**src/hw/keystone_settings.svh**
```systemverilog
////////////////////////////////////////
// Build-time settings for the keystone corrector
// Frame geometry and coefficient format shared by the package and RTL
// Include this file wherever one of these values is needed
////////////////////////////////////////

`ifndef KEYSTONE_SETTINGS_SVH
`define KEYSTONE_SETTINGS_SVH

// Frame size in pixels
`define FRAME_WIDTH    16
`define FRAME_HEIGHT   8

// Unsigned pixel coordinate width
`define COORD_BITS     8

// Coefficients are signed Q8.8
`define COEF_BITS      16
`define COEF_FRAC_BITS 8

// One colour per source pixel in the frame store
`define STORE_DEPTH    (`FRAME_WIDTH * `FRAME_HEIGHT)

`endif
```
**src/hw/keystone_pkg.sv**
```systemverilog
////////////////////////////////////////
// Shared types for the keystone corrector
// Colour, bus pixel, coordinate and coefficient formats
////////////////////////////////////////

`include "keystone_settings.svh"

package keystone_pkg;

    // Destination and write positions
    typedef logic [`COORD_BITS-1:0] coord_t;

    // Two extra bits so negative and overflowing lookups show up
    typedef logic signed [`COORD_BITS+1:0] lookup_coord_t;

    // Signed fixed point, 8 integer and 8 fraction bits
    typedef logic signed [`COEF_BITS-1:0] coef_t;

    typedef struct packed {
        logic [7:0] red;
        logic [7:0] green;
        logic [7:0] blue;
    } color_t;

    // Stream layout, top 8 bits of each field carry the colour
    typedef struct packed {
        logic [9:0] red;
        logic [9:0] blue;
        logic [9:0] green;
    } bus_pixel_t;

endpackage

```
**src/hw/keystone_ifs.sv**
```systemverilog
////////////////////////////////////////
// Internal buses of the keystone corrector
// store_write_if carries source writes into the frame store
// lookup_if joins the transform pipeline head to the frame store
////////////////////////////////////////

`timescale 1ns/1ps

interface store_write_if;
    import keystone_pkg::*;

    logic   write_strobe;
    coord_t write_x;
    coord_t write_y;
    color_t write_color;
    // High from the last source pixel until the destination frame is out
    logic   source_frame_complete;

    modport source (
        output write_strobe, write_x, write_y, write_color, source_frame_complete
    );

    modport sink (
        input write_strobe, write_x, write_y, write_color, source_frame_complete
    );
endinterface

interface lookup_if;
    import keystone_pkg::*;

    // Head item of the transform pipeline
    logic          lookup_valid;
    lookup_coord_t lookup_x;
    lookup_coord_t lookup_y;
    logic          in_frame;
    logic          dest_first;
    logic          dest_row_end;
    // Head moves into the output registers
    logic          advance;
    // Handshake back from the store
    logic          available;
    logic          accept;

    modport pipeline (
        output lookup_valid, lookup_x, lookup_y, in_frame, dest_first, dest_row_end,
        output advance,
        input  available, accept
    );

    modport store (
        input  lookup_valid, lookup_x, lookup_y, in_frame, dest_first, dest_row_end,
        input  advance,
        output available, accept
    );
endinterface

```
**src/hw/keystone_correction.sv**
```systemverilog
////////////////////////////////////////
// Keystone corrector top level
// Source pixels stream in, are stored whole-frame and leave warped by
// the affine coefficients a to f, latched at each destination frame.
// Out-of-frame lookups come out black.
////////////////////////////////////////

`timescale 1ns/1ps

module keystone_correction (
    input  logic                     clock,
    input  logic                     reset,
    // Source stream
    input  keystone_pkg::bus_pixel_t pixel_in,
    input  logic                     valid_in,
    input  logic                     start_of_frame_in,
    output logic                     ready_out,
    // Destination stream
    output keystone_pkg::bus_pixel_t pixel_out,
    output logic                     valid_out,
    output logic                     start_of_frame_out,
    output logic                     end_of_line_out,
    input  logic                     ready_in,
    // Transform coefficients, Q8.8
    input  keystone_pkg::coef_t      coef_a,
    input  keystone_pkg::coef_t      coef_b,
    input  keystone_pkg::coef_t      coef_c,
    input  keystone_pkg::coef_t      coef_d,
    input  keystone_pkg::coef_t      coef_e,
    input  keystone_pkg::coef_t      coef_f
);

    logic dest_frame_done;

    store_write_if write_bus ();
    lookup_if      lookup_bus ();

    // Input side and write position
    source_writer writer0 (
        .clock             (clock),
        .reset             (reset),
        .pixel_in          (pixel_in),
        .valid_in          (valid_in),
        .start_of_frame_in (start_of_frame_in),
        .ready_out         (ready_out),
        .dest_frame_done   (dest_frame_done),
        .write             (write_bus.source)
    );

    // Destination scan and transform
    lookup_pipeline pipe0 (
        .clock  (clock),
        .reset  (reset),
        .coef_a (coef_a),
        .coef_b (coef_b),
        .coef_c (coef_c),
        .coef_d (coef_d),
        .coef_e (coef_e),
        .coef_f (coef_f),
        .lookup (lookup_bus.pipeline)
    );

    // Frame memory and output stream
    frame_store store0 (
        .clock              (clock),
        .reset              (reset),
        .write              (write_bus.sink),
        .lookup             (lookup_bus.store),
        .pixel_out          (pixel_out),
        .valid_out          (valid_out),
        .start_of_frame_out (start_of_frame_out),
        .end_of_line_out    (end_of_line_out),
        .ready_in           (ready_in),
        .dest_frame_done    (dest_frame_done)
    );

endmodule

```
**src/hw/frame_store.sv**
```systemverilog
////////////////////////////////////////
// Whole-frame pixel store and output stage
// Written by the source side, read at the pipeline head on advance.
// Decides when a lookup may proceed and drives the output stream.
////////////////////////////////////////

`timescale 1ns/1ps

`include "keystone_settings.svh"

module frame_store (
    input  logic                     clock,
    input  logic                     reset,
    store_write_if.sink              write,
    lookup_if.store                  lookup,
    output keystone_pkg::bus_pixel_t pixel_out,
    output logic                     valid_out,
    output logic                     start_of_frame_out,
    output logic                     end_of_line_out,
    input  logic                     ready_in,
    output logic                     dest_frame_done
);
    import keystone_pkg::*;

    localparam int     ADDR_BITS  = $clog2(`STORE_DEPTH);
    localparam color_t FILL_COLOR = '{red: 8'd0, green: 8'd0, blue: 8'd0};
    localparam coord_t LAST_ROW   = coord_t'(`FRAME_HEIGHT - 1);

    typedef logic [ADDR_BITS-1:0] addr_t;

    color_t pixels [`STORE_DEPTH];
    color_t color_q;
    logic   last_q;
    coord_t issue_row;
    coord_t head_x;
    coord_t head_y;
    logic   precedes;
    logic   finishing;
    logic   transfer;

    function automatic addr_t store_address(input coord_t x, input coord_t y);
        return addr_t'(y * `FRAME_WIDTH + x);
    endfunction

    always_ff @(posedge clock) begin
        if (write.write_strobe) begin
            pixels[store_address(write.write_x, write.write_y)] <= write.write_color;
        end
    end

    ////////////////////////////////////////
    // Availability
    ////////////////////////////////////////

    // Only meaningful for in-frame items
    assign head_x = coord_t'(lookup.lookup_x);
    assign head_y = coord_t'(lookup.lookup_y);

    // Already written this frame
    assign precedes = (head_y < write.write_y) ||
                      ((head_y == write.write_y) && (head_x < write.write_x));

    // Last pixel still waiting in the output registers
    // so the complete source frame belongs to the frame being finished
    assign finishing = valid_out && last_q;

    assign lookup.available = !lookup.in_frame ||
                              (write.source_frame_complete && !finishing) ||
                              precedes;

    assign lookup.accept = !valid_out || ready_in;

    ////////////////////////////////////////
    // Output registers
    ////////////////////////////////////////

    always_ff @(posedge clock) begin
        if (lookup.advance) begin
            color_q <= lookup.in_frame ? pixels[store_address(head_x, head_y)] : FILL_COLOR;
        end
    end

    always_ff @(posedge clock or posedge reset) begin
        if (reset) begin
            valid_out          <= 1'b0;
            start_of_frame_out <= 1'b0;
            end_of_line_out    <= 1'b0;
            last_q             <= 1'b0;
            issue_row          <= '0;
        end else if (lookup.advance) begin
            valid_out          <= lookup.lookup_valid;
            start_of_frame_out <= lookup.dest_first;
            end_of_line_out    <= lookup.dest_row_end;
            last_q             <= lookup.lookup_valid && lookup.dest_row_end &&
                                  (issue_row == LAST_ROW);
            // Destination row of the head item
            if (lookup.lookup_valid && lookup.dest_row_end) begin
                issue_row <= (issue_row == LAST_ROW) ? '0 : issue_row + coord_t'(1);
            end
        end else if (ready_in) begin
            valid_out <= 1'b0;
        end
    end

    assign transfer        = valid_out && ready_in;
    assign dest_frame_done = transfer && last_q;

    // Colour in the top 8 bits of each 10 bit field
    assign pixel_out = '{red:   {color_q.red,   2'b00},
                         blue:  {color_q.blue,  2'b00},
                         green: {color_q.green, 2'b00}};

endmodule

```
**src/hw/lookup_pipeline.sv**
```systemverilog
////////////////////////////////////////
// Affine transform pipeline
// Scans destination pixels in raster order and turns each into a
// rounded source lookup. Two stages, products then rounding, both
// moving only on advance. Coefficients are taken at pixel (0,0).
////////////////////////////////////////

`timescale 1ns/1ps

`include "keystone_settings.svh"

module lookup_pipeline (
    input  logic                clock,
    input  logic                reset,
    input  keystone_pkg::coef_t coef_a,
    input  keystone_pkg::coef_t coef_b,
    input  keystone_pkg::coef_t coef_c,
    input  keystone_pkg::coef_t coef_d,
    input  keystone_pkg::coef_t coef_e,
    input  keystone_pkg::coef_t coef_f,
    lookup_if.pipeline          lookup
);
    import keystone_pkg::*;

    // Signed coefficient times a 9 bit signed coordinate
    localparam int PROD_BITS  = `COEF_BITS + `COORD_BITS + 1;
    // Room for two products, the offset and the rounding half
    localparam int SUM_BITS   = PROD_BITS + 2;
    localparam int ROUND_HALF = 1 << (`COEF_FRAC_BITS - 1);

    localparam coord_t LAST_X = coord_t'(`FRAME_WIDTH - 1);
    localparam coord_t LAST_Y = coord_t'(`FRAME_HEIGHT - 1);

    typedef logic signed [PROD_BITS-1:0] product_t;
    typedef logic signed [SUM_BITS-1:0]  sum_t;

    coord_t dest_x;
    coord_t dest_y;
    logic   issue_first;
    coef_t  a_q, b_q, c_q, d_q, e_q, f_q;
    coef_t  a_use, b_use, c_use, d_use, e_use, f_use;

    // Stage one
    logic     s1_valid;
    logic     s1_first;
    logic     s1_row_end;
    product_t ax_q, by_q, dx_q, ey_q;
    coef_t    c_s1, f_s1;

    // Stage two
    logic          s2_valid;
    logic          s2_first;
    logic          s2_row_end;
    logic          s2_in_frame;
    lookup_coord_t s2_x;
    lookup_coord_t s2_y;
    sum_t          x_full;
    sum_t          y_full;

    function automatic product_t scale(input coef_t coef, input coord_t pos);
        return coef * $signed({1'b0, pos});
    endfunction

    // Round half up, then drop the fraction
    function automatic sum_t round_fixed(input product_t p0, input product_t p1,
                                         input coef_t offset);
        sum_t total;
        total = sum_t'(p0) + sum_t'(p1) + sum_t'(offset) + sum_t'(ROUND_HALF);
        return total >>> `COEF_FRAC_BITS;
    endfunction

    // One enable for the whole pipe
    assign lookup.advance = lookup.accept &&
                            (!s2_valid || !s2_in_frame || lookup.available);

    ////////////////////////////////////////
    // Destination scan
    ////////////////////////////////////////

    assign issue_first = (dest_x == '0) && (dest_y == '0);

    always_ff @(posedge clock or posedge reset) begin
        if (reset) begin
            dest_x <= '0;
            dest_y <= '0;
        end else if (lookup.advance) begin
            if (dest_x == LAST_X) begin
                dest_x <= '0;
                dest_y <= (dest_y == LAST_Y) ? '0 : dest_y + coord_t'(1);
            end else begin
                dest_x <= dest_x + coord_t'(1);
            end
        end
    end

    // The first pixel of a frame already uses the new coefficients
    assign a_use = issue_first ? coef_a : a_q;
    assign b_use = issue_first ? coef_b : b_q;
    assign c_use = issue_first ? coef_c : c_q;
    assign d_use = issue_first ? coef_d : d_q;
    assign e_use = issue_first ? coef_e : e_q;
    assign f_use = issue_first ? coef_f : f_q;

    always_ff @(posedge clock) begin
        if (lookup.advance && issue_first) begin
            a_q <= coef_a;
            b_q <= coef_b;
            c_q <= coef_c;
            d_q <= coef_d;
            e_q <= coef_e;
            f_q <= coef_f;
        end
    end

    ////////////////////////////////////////
    // Products and rounding
    ////////////////////////////////////////

    always_ff @(posedge clock or posedge reset) begin
        if (reset) begin
            s1_valid <= 1'b0;
            s2_valid <= 1'b0;
        end else if (lookup.advance) begin
            // Scanner issues on every advance
            s1_valid <= 1'b1;
            s2_valid <= s1_valid;
        end
    end

    assign x_full = round_fixed(ax_q, by_q, c_s1);
    assign y_full = round_fixed(dx_q, ey_q, f_s1);

    always_ff @(posedge clock) begin
        if (lookup.advance) begin
            ax_q       <= scale(a_use, dest_x);
            by_q       <= scale(b_use, dest_y);
            dx_q       <= scale(d_use, dest_x);
            ey_q       <= scale(e_use, dest_y);
            // Offsets travel with their item across a frame change
            c_s1       <= c_use;
            f_s1       <= f_use;
            s1_first   <= issue_first;
            s1_row_end <= (dest_x == LAST_X);

            s2_x        <= lookup_coord_t'(x_full);
            s2_y        <= lookup_coord_t'(y_full);
            // Range judged on the full sum, not the narrowed one
            s2_in_frame <= (x_full >= 0) && (x_full < `FRAME_WIDTH) &&
                           (y_full >= 0) && (y_full < `FRAME_HEIGHT);
            s2_first    <= s1_first;
            s2_row_end  <= s1_row_end;
        end
    end

    assign lookup.lookup_valid = s2_valid;
    assign lookup.lookup_x     = s2_x;
    assign lookup.lookup_y     = s2_y;
    assign lookup.in_frame     = s2_in_frame;
    assign lookup.dest_first   = s2_first;
    assign lookup.dest_row_end = s2_row_end;

endmodule

```
**src/hw/source_writer.sv**
```systemverilog
////////////////////////////////////////
// Source side of the keystone corrector
// Takes one pixel per beat, tracks its raster position and
// writes it into the frame store in the cycle it is accepted.
// Holds the stream off once a full frame is stored.
////////////////////////////////////////

`timescale 1ns/1ps

`include "keystone_settings.svh"

module source_writer (
    input  logic                     clock,
    input  logic                     reset,
    input  keystone_pkg::bus_pixel_t pixel_in,
    input  logic                     valid_in,
    input  logic                     start_of_frame_in,
    output logic                     ready_out,
    input  logic                     dest_frame_done,
    store_write_if.source            write
);
    import keystone_pkg::*;

    localparam coord_t LAST_X = coord_t'(`FRAME_WIDTH - 1);
    localparam coord_t LAST_Y = coord_t'(`FRAME_HEIGHT - 1);

    coord_t col_count;
    coord_t row_count;
    coord_t col_now;
    coord_t row_now;
    logic   accepted;
    logic   last_pixel;
    logic   frame_complete;

    assign accepted = valid_in && ready_out;

    // Start of frame restarts the raster for this very beat
    assign col_now = (accepted && start_of_frame_in) ? '0 : col_count;
    assign row_now = (accepted && start_of_frame_in) ? '0 : row_count;

    assign last_pixel = accepted && (col_now == LAST_X) && (row_now == LAST_Y);

    ////////////////////////////////////////
    // Write position
    ////////////////////////////////////////

    always_ff @(posedge clock or posedge reset) begin
        if (reset) begin
            col_count <= '0;
            row_count <= '0;
        end else if (accepted) begin
            if (col_now == LAST_X) begin
                col_count <= '0;
                // Wraps to the top after the last row
                row_count <= (row_now == LAST_Y) ? '0 : row_now + coord_t'(1);
            end else begin
                col_count <= col_now + coord_t'(1);
                row_count <= row_now;
            end
        end
    end

    // Set by the last pixel, cleared once the destination frame has left
    always_ff @(posedge clock or posedge reset) begin
        if (reset) begin
            frame_complete <= 1'b0;
        end else if (last_pixel) begin
            frame_complete <= 1'b1;
        end else if (dest_frame_done) begin
            frame_complete <= 1'b0;
        end
    end

    assign ready_out = !frame_complete;

    // Store side
    assign write.write_strobe = accepted;
    assign write.write_x      = col_now;
    assign write.write_y      = row_now;
    // Low two bits of each field are dropped
    assign write.write_color  = '{red:   pixel_in.red[9:2],
                                  green: pixel_in.green[9:2],
                                  blue:  pixel_in.blue[9:2]};
    assign write.source_frame_complete = frame_complete;

endmodule

```
**config.mk**
```make
export PLATFORM = sky130hd
export DESIGN_NAME = keystone_correction
export DESIGN_NICKNAME = d
export VERILOG_FILES = /design/src/hw/keystone_pkg.sv /design/src/hw/keystone_ifs.sv /design/src/hw/keystone_correction.sv /design/src/hw/frame_store.sv /design/src/hw/lookup_pipeline.sv /design/src/hw/source_writer.sv
export VERILOG_INCLUDE_DIRS = /design/src /design/src/hw
export SDC_FILE = /design/constraint.sdc
export NUM_CORES = 2
export LEC_CHECK = 0
export BUFFER_PORTS_ARGS = -buffer_cell sky130_fd_sc_hd__buf_2
export CAP_MARGIN = 20
export CORE_AREA = 3 3 455 570
export CTS_BUF_LIST = sky130_fd_sc_hd__clkbuf_8
export CTS_CLUSTER_SIZE = 28
export DETAILED_ROUTE_END_ITERATION = 8
export DIE_AREA = 0 0 458 573
export PLACE_DENSITY = 0.78
export SLEW_MARGIN = 20
export SYNTH_ARGS = -nofsm -noshare
export SYNTH_HDL_FRONTEND = slang
export SYNTH_HIERARCHICAL = 1
export SYNTH_SLANG_ARGS = --single-unit
```
**constraint.sdc**
```tcl
create_clock -name clock -period 11.65 [get_ports clock]
set_clock_uncertainty 0.1 [all_clocks]
set_input_delay 2.33 -clock clock [delete_from_list [all_inputs] [get_ports clock]]
set_output_delay 2.33 -clock clock [all_outputs]
set_load 0.005 [all_outputs]
```
==> impl_metrics.yaml <==
finish:
  drive_above_1_share: 0.198
  syn_to_final_growth_pct: 9.55
  fillers: 16580
  final_common_cell: "edfxtp_1"
  mostFrequentLayoutCells: "3345 x edfxtp_1, 881 x inv_1, 581 x mux4_2"
  seq_area_sq_um: 102000
  multi_input_area_sq_um: 46200
  finalNetCount: 10143
setup_path:
  cp-start-kind: "flip-flop"
  path_buf_inv: 4
  critPathKind: "reg2reg"
  crit_top_cell: "fa_1"
  cpPeakStageDelay_ns: 0.81
  path_delay_family: "adder cells"
  crit_chain: "nor4_1, buf_4, nand4_1, nor4_2, buf_4, mux2i_1, nor2b_1, fa_1, fa_1, inv_1, fa_1, fa_1, inv_1, ha_1, o21a_1, o31a_1, o41a_1, nand2_1, o22ai_1, o41ai_1, o31ai_1, o41ai_1, xnor2_1"
  cp-end-kind: "flip-flop"
  cp.arrival_ns: 8.85
  crit_required_ns: 12.32
  cp_max_fo: 34
  cp_slowest_cell: "dfrtp_1"
sta:
  worst_pin_slew_ns: 1.29
  fin_crit_ns: 8.18
  hold_viol: 0
  fin_tns_setup_ns: 0
  rsz0062_at_grt: "no"
  drv_slew: 0
  slew_headroom: 0.118
  clock.fmax_mhz: 122
  setup_viol_count_final: 0
  finalCritPeriodShare: 0.702
pwr:
  vdd_drop_max_mv: 0.234
  power_w: 0.0407
  leakage_nw: 60.1
  power.density_nw_per_um2: 244
global_routing:
  grt_first_pass_wirelength_um: 545000
  track_usage: 0.282
  globalRoute.totalOverflow: 0
  grt_pass1_vias: 85854
  grt_max_degree: 137
  antenna_found_initial: 17
place:
  dp.final_hpwl_um: 227000
  globalplace.congestion: 0.927
  io_buffers: 152
clock_tree:
  post_cts_resized: 0
  clkTransAtPathRegs_ns: 0.06
  clock_latency_ns: 1.07
  numCtsBuffers: 486
  hold_buffers: 0
  post_cts.repair.setup_buffers: 0
  cts.sink_count: 3392
  cts_root_buffer: "clkbuf_8"
  cts_buffer_depth: 4
  tritoncts: "built"
  h-tree-depth: 5
floorplanning:
  design.core.area_sq_um: 254000
  dieArea_sq_um: 262000
  core.rowCount: 207
  ioPinCount: 165
  die_x_um: 458
  die_h_um: 573
  start_util: 0.599
yosys:
  synthesis.area_sq_um: 152000
  avgSynthCellArea_sq_um: 17.4
  yosysWarnings: 6
  syn_inst: 8757
status:
  outcome: "finished, final reports clean"
flow_run:
  maxCapViolations: 0
detailed_routing:
  via_per_inst: 6.30
  via_count: 81720
  drc: 0
  ant_nets: 0
  wl_per_cell_um: 28.3
  drt_iter0_markers: 9139
  drt_wl_total_um: 368000
  first_pass_iters: 8
min_path:
  hp-class: "reg2reg"
## through the flow
stage	utilization	area [sq um]	hold slack (ns)	instances	worst slack [ns]
final	0.656	167000	0.319	12981	3.47
after global routing	0.656	167000	0.343	12975	3.09
after CTS	0.656	167000	0.321	12974	3.50
after detailed placement	0.619	158000	0.305	12090	3.29
after global placement	0.619	158000	0.304	12090	3.41
after floorplan	-	152000	0.300	8762	0.0677
## report_power, final
group,internal [W],total (W),switching (W)
clock,0.00450,0.00892,0.00442
combinational,0.00682,0.0172,0.0104
sequential,0.0141,0.0145,0.000395
## layout make-up
class | instances | share of cell area
tap | 3344 | 0.0251
inverter | 748 | 0.0169
timing repair buffer | 389 | 0.0165
sequential | 3392 | 0.609
clock inverter | 381 | 0.0136
antenna | 7 | 0.000105
clock buffer | 503 | 0.0415
multi-input combinational | 4217 | 0.277
## sequential cells by signal, summed over array words and instances, names as in the netlist, 16 cells and up
register and count:
pipe0/a_q 16, pipe0/ax_q 25, pipe0/b_q 16, pipe0/by_q 25, pipe0/c_q 16, pipe0/c_s1 16, pipe0/d_q 16, pipe0/dx_q 25
pipe0/e_q 16, pipe0/ey_q 25, pipe0/f_q 16, pipe0/f_s1 16, store0/pixel_out 24, store0/pixels 3072
## final timing paths
kind                                                   from                           endpoint  slack (ns)  cells past startpoint
worst max-delay path            pipe0/dest_x[7]$_DFFE_PP0P_           pipe0/dx_q[23]$_DFFE_PP_        3.47                     23
worst min-delay path               pipe0/s1_first$_DFFE_PP_  pipe0/lookup.dest_first$_DFFE_PP_        0.32                      0
worst max register to register  pipe0/dest_x[7]$_DFFE_PP0P_           pipe0/dx_q[23]$_DFFE_PP_        3.47                     23
worst min register to register     pipe0/s1_first$_DFFE_PP_  pipe0/lookup.dest_first$_DFFE_PP_        0.32                      0
max in group asynchronous                             reset        pipe0/dest_y[6]$_DFFE_PP0P_        9.34                      2
min in group asynchronous                             reset    store0/issue_row[3]$_DFFE_PP0P_        1.27                      2
## per-layer routing
| metal | vias to the layer above | global-route usage | part of all wire |
|---|---|---|---|
| met5 | - | 0 | 0.00025 |
| met4 | 14 | 0.171 | 0.070 |
| met3 | 948 | 0.0501 | 0.088 |
| met2 | 4506 | 0.464 | 0.50 |
| met1 | 41801 | 0.350 | 0.34 |
| li1 | 34451 | - | - |
(Power assumes the default switching activity.)
